$ cat src/game_pkg.sv
package game_pkg;

	localparam int MAX_SHOTS = 8; // shot slots
	localparam int MAX_TREES = 16; // tree slots
	localparam int MAX_BIRDS = 4; // bird slots
	localparam int MAX_LEVEL = 7; // last row of the difficulty table

	// difficulty settings of one level
	typedef struct packed {
		logic [2:0] tree_speed;
		logic [1:0] bird_speed;
		logic [1:0] trees_to_add;
		logic [1:0] bird_count; // highest bird index to deploy
		logic [3:0] bird_life;
	} level_cfg_t;

	// one-frame spawn pulses
	typedef struct packed {
		logic [MAX_SHOTS-1:0] shot;
		logic [MAX_TREES-1:0] tree;
		logic [MAX_BIRDS-1:0] bird;
		logic pickup;
	} deploy_t;

	typedef struct packed {
		logic active; // low after game over
		logic red; // hit recovery window
		logic shield;
		logic more_damage;
		logic [1:0] hearts;
	} player_status_t;

	// reload request for the external countdown timer
	typedef struct packed {
		logic valid;
		logic [3:0] tens; // bcd
		logic [3:0] ones; // bcd
	} time_add_t;

	typedef struct packed {
		logic shoot;
		logic god_mode; // cheat, never takes damage
		logic rapid_fire;
	} player_ctrl_t;

endpackage

$ cat src/frame_timer.sv
`timescale 1ns/10ps

module frame_timer #(
	parameter int FRAME_CYCLES = 833_333
) (
	input logic clk,
	input logic resetN,
	output logic start_of_frame
);

	localparam int CNT_W = (FRAME_CYCLES > 1) ? $clog2(FRAME_CYCLES) : 1;

	logic [CNT_W-1:0] cnt;

	always_ff @(posedge clk or negedge resetN) begin
		if (!resetN) begin
			cnt <= '0;
			start_of_frame <= 1'b0;
		end else begin
			if (cnt == CNT_W'(FRAME_CYCLES - 1)) begin
				cnt <= '0;
				start_of_frame <= 1'b1; // one pulse per wrap
			end else begin
				cnt <= cnt + 1'b1;
				start_of_frame <= 1'b0;
			end
		end
	end

endmodule

$ cat src/frame_hit_latch.sv
`timescale 1ns/10ps

module frame_hit_latch (
	input logic clk,
	input logic resetN,
	input logic start_of_frame,
	input logic collision,
	output logic hit
);

	logic pending;

	// the strobe cycle opens a new window, so the old value is dropped
	always_ff @(posedge clk or negedge resetN) begin
		if (!resetN) begin
			pending <= 1'b0;
		end else begin
			if (start_of_frame)
				pending <= collision;
			else
				pending <= pending | collision; // hold until next strobe
		end
	end

	// at a strobe this covers the whole previous frame
	assign hit = pending;

endmodule

$ cat src/level_fsm.sv
`timescale 1ns/10ps

module level_fsm #(
	parameter int MAX_LEVEL = game_pkg::MAX_LEVEL
) (
	input logic clk,
	input logic resetN,
	input logic level_up,
	output game_pkg::level_cfg_t cfg
);

	localparam int LVL_W = (MAX_LEVEL > 0) ? $clog2(MAX_LEVEL + 1) : 1;

	logic [LVL_W-1:0] level;

	function automatic int min_int(input int a, input int b);
		return (a < b) ? a : b;
	endfunction

	always_ff @(posedge clk or negedge resetN) begin
		if (!resetN) begin
			level <= '0;
		end else begin
			if (level_up && (level != LVL_W'(MAX_LEVEL)))
				level <= level + 1'b1; // stays on the last row
		end
	end

	// difficulty table, each field clipped to its width
	always_comb begin
		cfg.tree_speed = 3'(min_int(int'(level) + 1, 7));
		cfg.bird_speed = 2'(min_int(int'(level) / 2, 3));
		cfg.trees_to_add = 2'(min_int(int'(level) + 1, 3));
		cfg.bird_count = 2'(min_int(int'(level), 3));
		cfg.bird_life = 4'(min_int(int'(level) + 1, 15));
	end

endmodule

$ cat src/game_controller.sv
`timescale 1ns/10ps

module game_controller #(
	parameter int COOLDOWN = 100,
	parameter int RAPID_COOLDOWN = 25,
	parameter int TREE_WAIT = 400,
	parameter int RED_FRAMES = 64,
	parameter int LEVEL_PAUSE = 100,
	parameter int POWERUP_FRAMES = 1000
) (
	input logic clk,
	input logic resetN,
	input logic start_of_frame,
	input game_pkg::player_ctrl_t ctrl,
	input logic hit,
	input logic [game_pkg::MAX_BIRDS-1:0] bird_alive,
	input logic pickup_hit,
	input logic out_of_time,
	input logic [7:0] random,
	input game_pkg::level_cfg_t cfg,
	output logic level_up,
	output game_pkg::deploy_t deploy,
	output game_pkg::player_status_t status,
	output game_pkg::time_add_t time_add
);

	localparam int CD_W = $clog2(COOLDOWN + RAPID_COOLDOWN + 1);
	localparam int TW_W = $clog2(TREE_WAIT + 1);
	localparam int RED_W = $clog2(RED_FRAMES + 1);
	localparam int LP_W = $clog2(LEVEL_PAUSE + 1);
	localparam int PU_W = $clog2(POWERUP_FRAMES + 1);
	localparam int SHOT_W = $clog2(game_pkg::MAX_SHOTS);
	localparam int TREE_W = $clog2(game_pkg::MAX_TREES);

	// power-up bits, indexed by random[5:4]
	localparam int PU_SHIELD = 0;
	localparam int PU_RAPID = 1;
	localparam int PU_DAMAGE = 2;
	localparam int PU_LIFE = 3;

	logic [CD_W-1:0] cooldown;
	logic [SHOT_W-1:0] shot_idx;
	logic [TREE_W-1:0] tree_idx;
	logic [TW_W-1:0] tree_cnt;
	logic [7:0] trees_pending;
	logic [7:0] trees_next;
	logic [RED_W-1:0] red_cnt;
	logic [LP_W-1:0] pause_cnt;
	logic [PU_W-1:0] pu_cnt;
	logic [3:0] pu;
	logic start_level;
	logic level_done; // level_up already sent for this level
	logic [game_pkg::MAX_BIRDS-1:0] last_birds;
	logic active;
	logic [1:0] hearts;
	logic [1:0] hearts_next;
	logic invincible;
	logic take_hit;
	logic fire;
	logic tree_due;
	logic bird_killed;

	assign invincible = (red_cnt != '0) || ctrl.god_mode || pu[PU_SHIELD];
	assign take_hit = hit && !invincible;
	assign fire = ctrl.shoot && (cooldown == '0);
	assign tree_due = (trees_pending != '0) && (tree_cnt == TW_W'(TREE_WAIT - 1));
	assign bird_killed = |(last_birds & ~bird_alive); // any bird gone since last frame

	// a tree leaving and a new level arriving in the same frame both count
	always_comb begin
		trees_next = trees_pending;
		if (tree_due)
			trees_next = trees_next - 8'd1;
		if (start_level)
			trees_next = trees_next + 8'(cfg.trees_to_add);
	end

	always_comb begin
		hearts_next = hearts;
		if (take_hit && (hearts > 2'd1))
			hearts_next = hearts - 2'd1;
		if (pu[PU_LIFE] && (hearts_next < 2'd3))
			hearts_next = hearts_next + 2'd1; // life pickup, capped at 3
	end

	always_ff @(posedge clk or negedge resetN) begin
		if (!resetN) begin
			time_add <= '{valid: 1'b1, tens: 4'd9, ones: 4'd9}; // timer starts at 99
			level_up <= 1'b0;
			deploy <= '0;
			cooldown <= '0;
			shot_idx <= '0;
			tree_idx <= '0;
			tree_cnt <= '0;
			trees_pending <= '0;
			red_cnt <= '0;
			pause_cnt <= '0;
			pu_cnt <= '0;
			pu <= '0;
			start_level <= 1'b1;
			level_done <= 1'b0;
			last_birds <= '0;
			active <= 1'b1;
			hearts <= 2'd3;
		end else begin
			time_add <= '0;
			level_up <= 1'b0;
			if (start_of_frame) begin
				deploy <= '0; // pulses last one frame
				cooldown <= (cooldown != '0) ? cooldown - 1'b1 : '0;
				tree_cnt <= (tree_cnt == TW_W'(TREE_WAIT)) ? '0 : tree_cnt + 1'b1;
				red_cnt <= (red_cnt != '0) ? red_cnt - 1'b1 : '0;
				pause_cnt <= (pause_cnt != '0) ? pause_cnt - 1'b1 : '0;
				pu_cnt <= (pu_cnt != '0) ? pu_cnt - 1'b1 : '0;
				start_level <= 1'b0;
				trees_pending <= trees_next;
				hearts <= hearts_next;
				last_birds <= bird_alive;

				if (fire) begin
					deploy.shot[shot_idx] <= 1'b1;
					if (shot_idx == SHOT_W'(game_pkg::MAX_SHOTS - 1))
						shot_idx <= '0;
					else
						shot_idx <= shot_idx + 1'b1;
					if (ctrl.rapid_fire || pu[PU_RAPID])
						cooldown <= CD_W'(RAPID_COOLDOWN);
					else
						cooldown <= CD_W'(COOLDOWN);
				end

				if (tree_due) begin
					deploy.tree[tree_idx] <= 1'b1;
					if (tree_idx == TREE_W'(game_pkg::MAX_TREES - 1))
						tree_idx <= '0;
					else
						tree_idx <= tree_idx + 1'b1;
				end

				if (start_level) begin
					for (int i = 0; i < game_pkg::MAX_BIRDS; i++) begin
						if (i <= int'(cfg.bird_count))
							deploy.bird[i] <= 1'b1;
					end
					deploy.pickup <= 1'b1;
				end

				if (take_hit) begin
					if (hearts > 2'd1)
						red_cnt <= RED_W'(RED_FRAMES);
					else
						active <= 1'b0; // last heart lost
				end

				if (out_of_time)
					active <= 1'b0;

				if (bird_alive != '0) begin
					level_done <= 1'b0;
				end else if (!level_done) begin
					pause_cnt <= LP_W'(LEVEL_PAUSE);
					level_up <= 1'b1;
					level_done <= 1'b1;
				end

				// next level only if no birds came back during the pause
				if ((pause_cnt == LP_W'(1)) && (bird_alive == '0))
					start_level <= 1'b1;

				if (bird_killed && active)
					time_add <= '{valid: 1'b1, tens: 4'd1, ones: 4'd0};

				if (pu_cnt == '0)
					pu <= '0;
				if (pickup_hit) begin
					pu[random[5:4]] <= 1'b1;
					pu_cnt <= PU_W'(POWERUP_FRAMES);
				end
				if (pu[PU_LIFE])
					pu[PU_LIFE] <= 1'b0; // applied once through hearts_next
			end
		end
	end

	assign status = '{
		active: active,
		red: (red_cnt != '0),
		shield: ctrl.god_mode | pu[PU_SHIELD],
		more_damage: pu[PU_DAMAGE],
		hearts: hearts
	};

endmodule

$ cat src/game_core.sv
`timescale 1ns/10ps

module game_core #(
	parameter int FRAME_CYCLES = 833_333, // 25 MHz clock, 30 frames per second
	parameter int MAX_LEVEL = game_pkg::MAX_LEVEL,
	parameter int COOLDOWN = 100,
	parameter int RAPID_COOLDOWN = 25,
	parameter int TREE_WAIT = 400,
	parameter int RED_FRAMES = 64,
	parameter int LEVEL_PAUSE = 100,
	parameter int POWERUP_FRAMES = 1000
) (
	input logic clk,
	input logic resetN,
	input game_pkg::player_ctrl_t ctrl,
	input logic collision,
	input logic [game_pkg::MAX_BIRDS-1:0] bird_alive,
	input logic pickup_hit,
	input logic out_of_time,
	input logic [7:0] random,
	output logic start_of_frame,
	output game_pkg::level_cfg_t level,
	output game_pkg::deploy_t deploy,
	output game_pkg::player_status_t status,
	output game_pkg::time_add_t time_add
);

	logic hit;
	logic level_up;

	frame_timer #(
		.FRAME_CYCLES(FRAME_CYCLES)
	) i_frame_timer (
		.clk(clk),
		.resetN(resetN),
		.start_of_frame(start_of_frame)
	);

	frame_hit_latch i_hit_latch (
		.clk(clk),
		.resetN(resetN),
		.start_of_frame(start_of_frame),
		.collision(collision),
		.hit(hit)
	);

	level_fsm #(
		.MAX_LEVEL(MAX_LEVEL)
	) i_level_fsm (
		.clk(clk),
		.resetN(resetN),
		.level_up(level_up),
		.cfg(level)
	);

	game_controller #(
		.COOLDOWN(COOLDOWN),
		.RAPID_COOLDOWN(RAPID_COOLDOWN),
		.TREE_WAIT(TREE_WAIT),
		.RED_FRAMES(RED_FRAMES),
		.LEVEL_PAUSE(LEVEL_PAUSE),
		.POWERUP_FRAMES(POWERUP_FRAMES)
	) i_controller (
		.clk(clk),
		.resetN(resetN),
		.start_of_frame(start_of_frame),
		.ctrl(ctrl),
		.hit(hit),
		.bird_alive(bird_alive),
		.pickup_hit(pickup_hit),
		.out_of_time(out_of_time),
		.random(random),
		.cfg(level),
		.level_up(level_up),
		.deploy(deploy),
		.status(status),
		.time_add(time_add)
	);

endmodule

$ cat config.mk
export PLATFORM = sky130hd
export DESIGN_NAME = game_core
export DESIGN_NICKNAME = d
export VERILOG_FILES = /design/src/game_pkg.sv /design/src/frame_timer.sv /design/src/frame_hit_latch.sv /design/src/level_fsm.sv /design/src/game_controller.sv /design/src/game_core.sv
export SDC_FILE = /design/constraint.sdc
export NUM_CORES = 1
export LEC_CHECK = 0
export BUFFER_PORTS_ARGS = -buffer_cell sky130_fd_sc_hd__buf_4
export CAP_MARGIN = 0
export CORE_UTILIZATION = 45
export CTS_CLUSTER_DIAMETER = 40
export DETAILED_ROUTE_END_ITERATION = 6
export PLACE_DENSITY = 0.74
export SLEW_MARGIN = 25
export SYNTH_ARGS = -nofsm -noshare
export SYNTH_HDL_FRONTEND = slang
export SYNTH_SLANG_ARGS = --single-unit
$ cat constraint.sdc
create_clock -name clk -period 3.4 [get_ports clk]
set_clock_uncertainty 0.2 [all_clocks]
set_input_delay 0.68 -clock clk [delete_from_list [all_inputs] [get_ports clk]]
set_output_delay 0.68 -clock clk [all_outputs]
set_load 0.005 [all_outputs]
Yosys cells after proc, flatten, opt, wreduce, memory -nomap -nowiden

Cells that the tools add are included.

Register bits: 132
Word-level logic and storage cells: 150
Input port bits: 20
Output and inout bits: 58

Magnitude comparators: 16
Muxes and demuxes: 52
$add $sub $neg: 14
Equality and inequality tests: 8
Reduce and logical (&&, ||, !) cells: 29
Bitwise gates (word level): 5

Operators by type and width:

| cell                                                | number |
|---|---|
| 2-to-1 mux 7 bit                                    | 9 |
| 2-to-1 mux 9 bit                                    | 3 |
| 2-to-1 mux 8 bit                                    | 3 |
| nonzero test 7 bit                                  | 3 |
| subtractor 7 x 1 -> 7 bit (second input constant)   | 3 |
| adder 20 x 1 -> 20 bit (second input constant)      | 1 |
| == test 20 bit (second input constant)              | 1 |
| 2-to-1 mux 10 bit                                   | 2 |
| 2-to-1 mux 20 bit                                   | 1 |
| 2-to-1 mux 4 bit                                    | 5 |
| == test 9 bit (second input constant)               | 2 |
| 2-to-1 mux 1 bit                                    | 17 |
| 2-to-1 mux 16 bit                                   | 1 |
| logical AND 1 bit                                   | 11 |
| logical NOT 10 bit                                  | 1 |
| 2-to-1 mux 2 bit                                    | 5 |
| nonzero test 10 bit                                 | 1 |
| subtractor 10 x 1 -> 10 bit (second input constant) | 1 |
| adder 9 x 1 -> 9 bit (second input constant)        | 1 |
| adder 8 x 2 -> 8 bit                                | 1 |
| nonzero test 8 bit                                  | 1 |
| subtractor 8 x 1 -> 8 bit (second input constant)   | 1 |
| == test 7 x 1 -> 1 bit (second input constant)      | 1 |
| logical NOT 7 bit                                   | 1 |
| other kinds (40)                                    | 48 |

Depth between registers and ports, before layout

Gate-level depths: netlist of the first run.

Word-level depth: 10
Depth in mapped cells: 15

By module

From an unflattened synthesis of the first run, not the netlist that was laid out.

Cells, all modules: 643
Area total of the unflattened synthesis: 6377.4 um^2

Modules (own cells, without submodules):

| module          | cells each | area an instance (um^2) | seq. area each (um^2) | instances |
|---|---|---|---|---|
| game_controller | 513        | 5047.3                  | 2484.9                | 1 |
| frame_timer     | 99         | 1052.3                  | 525.5                 | 1 |
| level_fsm       | 28         | 241.5                   | 75.1                  | 1 |
| frame_hit_latch | 3          | 36.3                    | 25.0                  | 1 |

Worst setup path before layout of the first run

No wires, ideal clock.

Kind: register to register
From: register i_controller.trees_pending[3]
To: register i_controller.trees_pending[7]
Slack: 175 ps
Required time: 3074 ps
Stages on the path, launching flop included: 15
Library setup time: 126 ps
Arrival: 2899 ps
Path through: dfrtp_1 buf_2 or4_4 nor2_4 a21oi_1 buf_2 a21oi_2 ha_1 a21o_1 o2111ai_1 mux2_2 o21bai_1 nor3b_1 o21ai_1 xnor2_1

Cells in the longest elaborated chain, start to end: 5
Elaborated cells between the ends (all ways): 6
Those cells by class: add/sub: 2; mux: 2; reduce/logical: 2

RTL lines:

| item                                                                              | RTL line               | source |
|---|---|---|
| start: declaration                                                                | game_controller.sv:45  | `logic [7:0] trees_pending;` |
| start signal: assignment                                                          | game_controller.sv:116 | `trees_pending <= trees_next;` |
| parallel branches: the longest is 2 deep, another holds subtractor 8 x 1 -> 8 bit | n/a                    |  |
| 2-to-1 mux 8 bit (*)                                                              | game_controller.sv:72  | `if (tree_due)` |
| adder 8 x 2 -> 8 bit                                                              | game_controller.sv:75  | `trees_next = trees_next + 8'(cfg.trees_to_add);` |
| 2-to-1 mux 8 bit (*)                                                              | game_controller.sv:74  | `if (start_level)` |

Every way passes the cells marked *.
A chain may end at the register's enable or synchronous reset.

Worst setup path in the final report of the first run

From: register i_controller.trees_pending[6]
To: register i_controller.trees_pending[7]

Same word-level chain as after synthesis.

==> results.txt, run 1 <==
----------------------------------------------------
[Pwr]
  Static leakage power ... 3.56 nW
  Combinational group share of total power ... 1.9%
  Pwr/cell area ... 438 mW/mm^2
  Switching share of total power ... 19.6%
  Clk network pwr share ... 54.0%
  Maximum resistive drop on vdd ... 0.000392 V
  Cell internal power dissipation ... 2.70 mW
  Proportion of power drawn by flip-flops and latches ... 44.0%
  Net switching component of the power ... 0.659 mW

[Global routing]
  Via count of the first global-routing pass ... 4954
  Maximum number of pins on one net before global-route repair ... 82
  Initial antenna violation count ... 0
  Remaining global-route overflow ... 0
  Global-route wire length before repair ... 23200 um
  Overall Global Routing Usage ... 20.1%

[Route]
  Detailed-router iteration count before antenna repair ... 7
  Vias per std cell ... 5.50
  Post-route ant nets ... 0
  Drt total wl ... 13600 um
  Detailed-route via count ... 4986
  Number of DRC violations after detailed-routing iteration 0 ... 294
  Average detailed-routed wire length per instance ... 15.0 um
  DRC ... 0

[STA]
  Final hold viol count ... 0
  Time the final worst path needs with I/O delays and setup ... 3.27 ns
  Setup-failing EPs final ... 0
  Number of max-slew violations in the final report ... 0
  Rel. slew slack ... 46.4%
  Final worst-path cycle share ... 96.2%
  FMAX ... 306 MHz
  Actual transition at the worst max-transition pin ... 0.803 ns
  Final total negative setup slack ... 0 ns

[Final layout]
  Synth-to-Final Area Change ... 20.4%
  Filler instances ... 1183
  Fraction of layout cells with a size suffix above 1 ... 20.2%
  Layout Utilization ... 55.3%
  Number of antenna cells inserted ... 0
  NumNets Final ... 760

[Critical path]
  Startpoint class of the critical path ... register
  Critical path data required time ... 3.50 ns
  Kind of critical path ... register to register
  Maximum fanout along the worst path ... 5
  Type of element capturing the critical path ... register
  Data arrival at the endpoint of the critical path ... 3.37 ns

[Clock network]
  Maximum number of buffers from clock root to sink ... 2
  Num Clock Sinks ... 124
  Master cell of the clock root buffer ... sky130_fd_sc_hd__clkbuf_16
  TritonCTS clock tree ... yes
  Register clock-pin slew on the reported worst setup and hold paths ... 0.05 ns
  H-Tree Level Count ... 4
  Clock latency reported for the late side of the worst-skew pair ... 0.42 ns
  Clock buffer count from CTS ... 17

[Min path]
  Class of the tightest hold or removal check ... primary input to asynchronous set/reset pin

[Die]
  Count of pins on the block boundary ... 78
  Number of rows in the core area ... 43
  Effective utilization at floorplan ... 46.0%
  DIE AREA ... 0.0147 mm^2
  Placeable core region ... 0.0139 mm^2
  Die extent in x ... 121 um
  Die H ... 121 um

[Run status]
  Result of the run ... finished, final reports clean

[Synthesis]
  Seq/Total Area, Yosys ... 48.8%
  Number of synthesized flops with an enable pin ... 0
  Netlist cell types ... 65
  Area share of the leading cell type in the synthesized netlist ... 46.3%
  Yosys Warn Count ... 0
  Flip-flop cell with the highest count after synthesis ... sky130_fd_sc_hd__dfrtp_1
  Area of the mapped netlist ... 0.00638 mm^2
  Cell with the most instances after synthesis ... sky130_fd_sc_hd__dfrtp_1
  Library cell with the largest summed area after synthesis ... sky130_fd_sc_hd__dfrtp_1
  Commonest cells in the netlist ... sky130_fd_sc_hd__dfrtp_1, sky130_fd_sc_hd__nand2_1, sky130_fd_sc_hd__o21ai_0
  Number of cells produced by synthesis ... 645
  Dominant cells by area after synthesis ... sky130_fd_sc_hd__dfrtp_1, sky130_fd_sc_hd__ha_1, sky130_fd_sc_hd__nand2_1
  Syn_area_per_cell ... 9.89 um^2
  Synthesized flop and latch total ... 124
  Async SR Flop Fraction ... 100%

[Placement]
  Post-DP HPWL ... 9260 um
  Routability congestion estimate from global placement ... 0.874
  Total of buffers placed on input and output ports ... 67

[Job]
  Maxcap violations ... 0

----------------------------------------------------
-- repair_timing --
item / 4_1_cts / 5_1_grt
endpoints found under the setup margin: 0 / 1
hold buffers: 0 / 0
gates resized for setup: 0 / 2
setup buffers: 0 / 2
-- cell families after synthesis --
logic type      share of synthesized area [%]
xor+xnor                                 5.08
flops                                    48.8
other cells                            0.0588
fa+ha+maj                                5.02
buf+inv                                  4.57
compound gates                           13.7
mux                                      2.55
simple gates                             20.3
-- layout make-up --
cell class              instances  area [um^2]  share of cell area, %
flip-flops and latches        124         3110                   40.5
clock buffers                  24          482                   6.27
clock inverters                 7          113                   1.47
repair buffers                 83          636                   8.27
inverters                      30          113                   1.47
multi-input cells             459         3000                   39.1
well taps                     180          225                   2.93
-- power groups by stage --
stage / sequential, mW / clock, mW / combinational, mW
after floorplan: 1.51 / 0 / 0.0146
after global placement: 1.51 / 0 / 0.0643
after detailed placement: 1.51 / 0 / 0.0667
after CTS: 1.48 / 1.85 / 0.0669
after global routing: 1.48 / 1.93 / 0.0747
final: 1.48 / 1.82 / 0.0645
-- sequential cells by signal, summed over array words and instances, names as in the netlist, 2 cells and up --
signal	count
i_controller.cooldown	7
i_controller.deploy	28
i_controller.hearts	2
i_controller.last_birds	4
i_controller.pause_cnt	7
i_controller.pu	4
i_controller.pu_cnt	10
i_controller.red_cnt	7
i_controller.shot_idx	3
i_controller.time_add	2
i_controller.tree_cnt	9
i_controller.tree_idx	4
i_controller.trees_pending	8
i_frame_timer.cnt	20
i_level_fsm.level	3
-- critical path, stage by stage, from the launching register on --
cell	delay, ns
sky130_fd_sc_hd__dfrtp_1	0.39
sky130_fd_sc_hd__or4_4	0.57
sky130_fd_sc_hd__nor2_4	0.19
sky130_fd_sc_hd__a21oi_2	0.10
sky130_fd_sc_hd__buf_4	0.15
sky130_fd_sc_hd__a21oi_2	0.21
sky130_fd_sc_hd__ha_1	0.16
sky130_fd_sc_hd__a21o_1	0.13
sky130_fd_sc_hd__o2111ai_1	0.11
sky130_fd_sc_hd__mux2_2	0.32
sky130_fd_sc_hd__o21bai_1	0.18
sky130_fd_sc_hd__nor3b_2	0.18
sky130_fd_sc_hd__o21ai_1	0.10
sky130_fd_sc_hd__xnor2_1	0.17
-- stage by stage --
step	cell area [um^2]	total power, mW	worst slack (ns)	cells	hold WS (ns)
floorplan	6390	1.52	0.175	649	0.184
global route	7680	3.48	-0.0107	907	0.0796
finish	7680	3.36	0.129	907	0.0526
global placement	7060	1.57	0.181	874	0.250
CTS	7660	3.39	0.0600	905	0.0596
detailed placement	7060	1.57	0.0795	874	0.275
-- layout by cell type (no fill, tap or decap), types with 5 or more instances in the layout --
master / n
sky130_fd_sc_hd__inv_1: 30
sky130_fd_sc_hd__nand3_1: 15
sky130_fd_sc_hd__conb_1: 5
sky130_fd_sc_hd__and3_1: 9
sky130_fd_sc_hd__nor3_1: 18
sky130_fd_sc_hd__xnor2_1: 21
sky130_fd_sc_hd__or3_1: 11
sky130_fd_sc_hd__mux2i_1: 5
sky130_fd_sc_hd__nor2_1: 42
sky130_fd_sc_hd__or2_2: 8
sky130_fd_sc_hd__nand2_1: 77
sky130_fd_sc_hd__clkbuf_16: 17
sky130_fd_sc_hd__nand2b_1: 13
sky130_fd_sc_hd__o22ai_1: 5
sky130_fd_sc_hd__dfrtp_1: 117
sky130_fd_sc_hd__nand4_1: 11
sky130_fd_sc_hd__o31ai_1: 7
sky130_fd_sc_hd__a21o_1: 9
sky130_fd_sc_hd__mux2_2: 10
sky130_fd_sc_hd__nor4_1: 6
sky130_fd_sc_hd__o21ai_0: 47
sky130_fd_sc_hd__xor2_1: 16
sky130_fd_sc_hd__buf_4: 82
sky130_fd_sc_hd__a21oi_1: 12
sky130_fd_sc_hd__nor2b_1: 9
sky130_fd_sc_hd__dfstp_2: 6
sky130_fd_sc_hd__ha_1: 24
sky130_fd_sc_hd__o2bb2ai_1: 27
-- path summary, 6_finish.rpt --
path / slack (ns) / cells after the start / from / endpoint
max: 0.13 / 13 / i_controller.trees_pending[6] / i_controller.trees_pending[7]
min: 0.05 / 1 / resetN / i_controller.last_birds[0]
max reg2reg: 0.13 / 13 / i_controller.trees_pending[6] / i_controller.trees_pending[7]
min reg2reg: 0.28 / 2 / i_controller.pu_cnt[5] / i_controller.pu_cnt[5]
max in group asynchronous: 2.26 / 2 / resetN / i_controller.pu_cnt[1]
min in group clk: 0.25 / 2 / collision / i_hit_latch.hit
-- routing by layer --
layer | part of all wire [%] | track usage [%] | vias up | wire length [um]
met5 | 0 | 0 | - | 0
met3 | 3.9 | 5.55 | 19 | 532
met2 | 50 | 33.5 | 103 | 6790
li1 | - | - | 2395 | -
met1 | 44 | 24.7 | 2469 | 6030
met4 | 1.5 | 7.33 | 0 | 209
(Power assumes the default switching activity.)
==> inputs of run 2 (changes only) <==
CORE_UTILIZATION = 55   (was 45)
CTS_BUF_LIST = sky130_fd_sc_hd__clkbuf_8   (was unset)
PLACE_DENSITY = 0.86   (was 0.74)
==> run 2 against run 1 <==
Highest routed layer unchanged. Largest cell class unchanged. Final area fell by 2.2%. Routed wire length rose by 1.8%. Fmax increased by 2.3%.
==> results.txt, run 2 (same netlist as run 1, synthesis figures left out) <==
----------------------------------------------------
[Run status]
  Result of the run ... finished, final reports clean

[STA]
  Final hold viol count ... 0
  RSZ-0062 raised after global routing ... false
  Setup-failing EPs final ... 0
  Actual transition at the worst max-transition pin ... 0.917 ns
  Time the final worst path needs with I/O delays and setup ... 3.20 ns
  FMAX ... 313 MHz
  Final worst-path cycle share ... 94.0%
  Final total negative setup slack ... 0 ns
  Number of max-slew violations in the final report ... 0
  WHS ... 0.213 ns
  Rel. slew slack ... 38.8%

[Job]
  Maxcap violations ... 0

[Final layout]
  Largest reg by FF count ... i_controller.deploy
  Post-route cell area ... 0.00751 mm^2
  Highest-count cells in the layout ignoring fill and taps ... sky130_fd_sc_hd__dfrtp_1, sky130_fd_sc_hd__nand2_1, sky130_fd_sc_hd__buf_4, sky130_fd_sc_hd__o21ai_0, sky130_fd_sc_hd__nor2_1
  Synth-to-Final Area Change ... 17.7%
  NumNets Final ... 756
  Max FFs per register ... 28
  Combined area of the multi-input logic cells ... 0.00301 mm^2
  Most common cell after layout, fill and taps aside ... sky130_fd_sc_hd__dfrtp_1
  Filler instances ... 817
  Registers with the highest flip-flop counts ... i_controller.deploy (28), i_frame_timer.cnt (20), i_controller.pu_cnt (10)
  Number of antenna cells inserted ... 0
  Number of cells in the finished layout apart from fillers ... 864
  Fraction of layout cells with a size suffix above 1 ... 20.4%
  Sequential cell area in the final layout ... 0.00311 mm^2

[Route]
  Drt total wl ... 13800 um
  Detailed-router iteration count before antenna repair ... 5
  Average detailed-routed wire length per instance ... 16.0 um
  Detailed-route via count ... 5069
  DRC ... 0
  Vias per std cell ... 5.87
  Post-route ant nets ... 0
  Number of DRC violations after detailed-routing iteration 0 ... 237

[Die]
  Placeable core region ... 0.0111 mm^2
  Count of pins on the block boundary ... 78
  Effective utilization at floorplan ... 57.6%
  Die H ... 110 um
  Number of rows in the core area ... 38
  Die extent in x ... 110 um
  DIE AREA ... 0.0120 mm^2

[Critical path]
  Data arrival at the endpoint of the critical path ... 3.32 ns
  Maximum fanout along the worst path ... 5
  Critical path data required time ... 3.53 ns
  Worst-case register-to-register setup slack ... 0.20 ns
  Type of element capturing the critical path ... register
  Worst R2R Path Depth ... 13
  Kind of critical path ... register to register
  Startpoint class of the critical path ... register

[Clock network]
  TritonCTS clock tree ... yes
  Num Clock Sinks ... 124
  Clock latency reported for the late side of the worst-skew pair ... 0.44 ns
  Master cell of the clock root buffer ... sky130_fd_sc_hd__clkbuf_8
  Clock buffer count from CTS ... 17
  Register clock-pin slew on the reported worst setup and hold paths ... 0.08 ns
  Maximum number of buffers from clock root to sink ... 2
  H-Tree Level Count ... 4

[Pwr]
  Pwr/cell area ... 420 mW/mm^2
  Maximum resistive drop on vdd ... 0.000267 V
  Static leakage power ... 3.49 nW

[Placement]
  Placed cell area ... 0.00698 mm^2
  Number of instances in the placed design ... 830
  Routability congestion estimate from global placement ... 0.845
  Total of buffers placed on input and output ports ... 67
  Post-DP HPWL ... 8960 um

[Global routing]
  Overall Global Routing Usage ... 24.6%
  Global-route wire length before repair ... 22800 um
  Remaining global-route overflow ... 0
  Via count of the first global-routing pass ... 5045
  Initial antenna violation count ... 0
  Maximum number of pins on one net before global-route repair ... 95

[Min path]
  Worst hold path cell count ... 2
  Class of the tightest hold or removal check ... primary input to register

----------------------------------------------------
==> run 2: cell types whose count changed in the layout (fill, tap and decap cells not counted), sizes merged <==
cell / delta
inv: +5
dlygate4sd3: +1
clkinv: -1
buf: -5
bufinv: +3
clkinvlp: +1
clkbuf: -7
==> run 2: what timing repair did <==
item                                    4_1_cts  5_1_grt
gates resized for setup                       0        4
hold buffers                                  1        0
endpoints found under the setup margin        0        4
buffers inserted                              0        1
hold endpoints to repair                     25        0
==> run 2: cell type report <==
class	count	area share (%)
tap	140	2.33
clock buffer	17	3.12
timing repair buffer	79	8.10
multi-input combinational	459	40.1
clock inverter	15	3.45
sequential	124	41.4
inverter	30	1.50
==> run 2: report_power, final <==
part	total, mW	switching (mW)	internal [mW]
Sequential	1.48	0.00147	1.48
Clock	1.61	0.649	0.963
Combinational	0.0633	0.0425	0.0207
Total	3.15	0.693	2.46
==> run 2: metal layers <==
metal / vias to the layer above / part of all wire, % / GRT usage (%)
li1: 2387 / - / -
met1: 2495 / 42 / 29.5
met2: 150 / 51 / 41.2
met3: 37 / 4.5 / 4.86
met4: 0 / 2.6 / 14.2
met5: - / 0 / 0
==> run 2: worst max-delay path: stages (launching register included) <==
cell	delay [ns]
sky130_fd_sc_hd__dfrtp_1	0.42
sky130_fd_sc_hd__or4_4	0.59
sky130_fd_sc_hd__nor2_4	0.14
sky130_fd_sc_hd__a21oi_4	0.09
sky130_fd_sc_hd__nor2_1	0.11
sky130_fd_sc_hd__a21oi_2	0.05
sky130_fd_sc_hd__ha_1	0.27
sky130_fd_sc_hd__a21o_1	0.13
sky130_fd_sc_hd__o2111ai_1	0.11
sky130_fd_sc_hd__mux2_2	0.33
sky130_fd_sc_hd__o21bai_1	0.17
sky130_fd_sc_hd__nor3b_1	0.20
sky130_fd_sc_hd__o21ai_1	0.11
sky130_fd_sc_hd__xnor2_1	0.16
==> run 2: worst paths after layout <==
path / start / end
max: i_controller.trees_pending[6] / i_controller.trees_pending[7]
min: collision / i_hit_latch.hit
max reg2reg: i_controller.trees_pending[6] / i_controller.trees_pending[7]
min reg2reg: i_controller.pu_cnt[5] / i_controller.pu_cnt[5]
max in group asynchronous: resetN / i_frame_timer.start_of_frame
min in group asynchronous: resetN / i_controller.deploy[2]
==> run 2: metrics by stage <==
| step | util, % | setup slack [ns] | total power [mW] |
|---|---|---|---|
| after floorplan | - | 0.175 | 1.52 |
| after global placement | 63.0 | 0.187 | 1.57 |
| after detailed placement | 63.0 | 0.0958 | 1.57 |
| after CTS | 67.6 | 0.0289 | 3.17 |
| after global routing | 67.8 | 0.0263 | 3.25 |
| final | 67.8 | 0.203 | 3.15 |
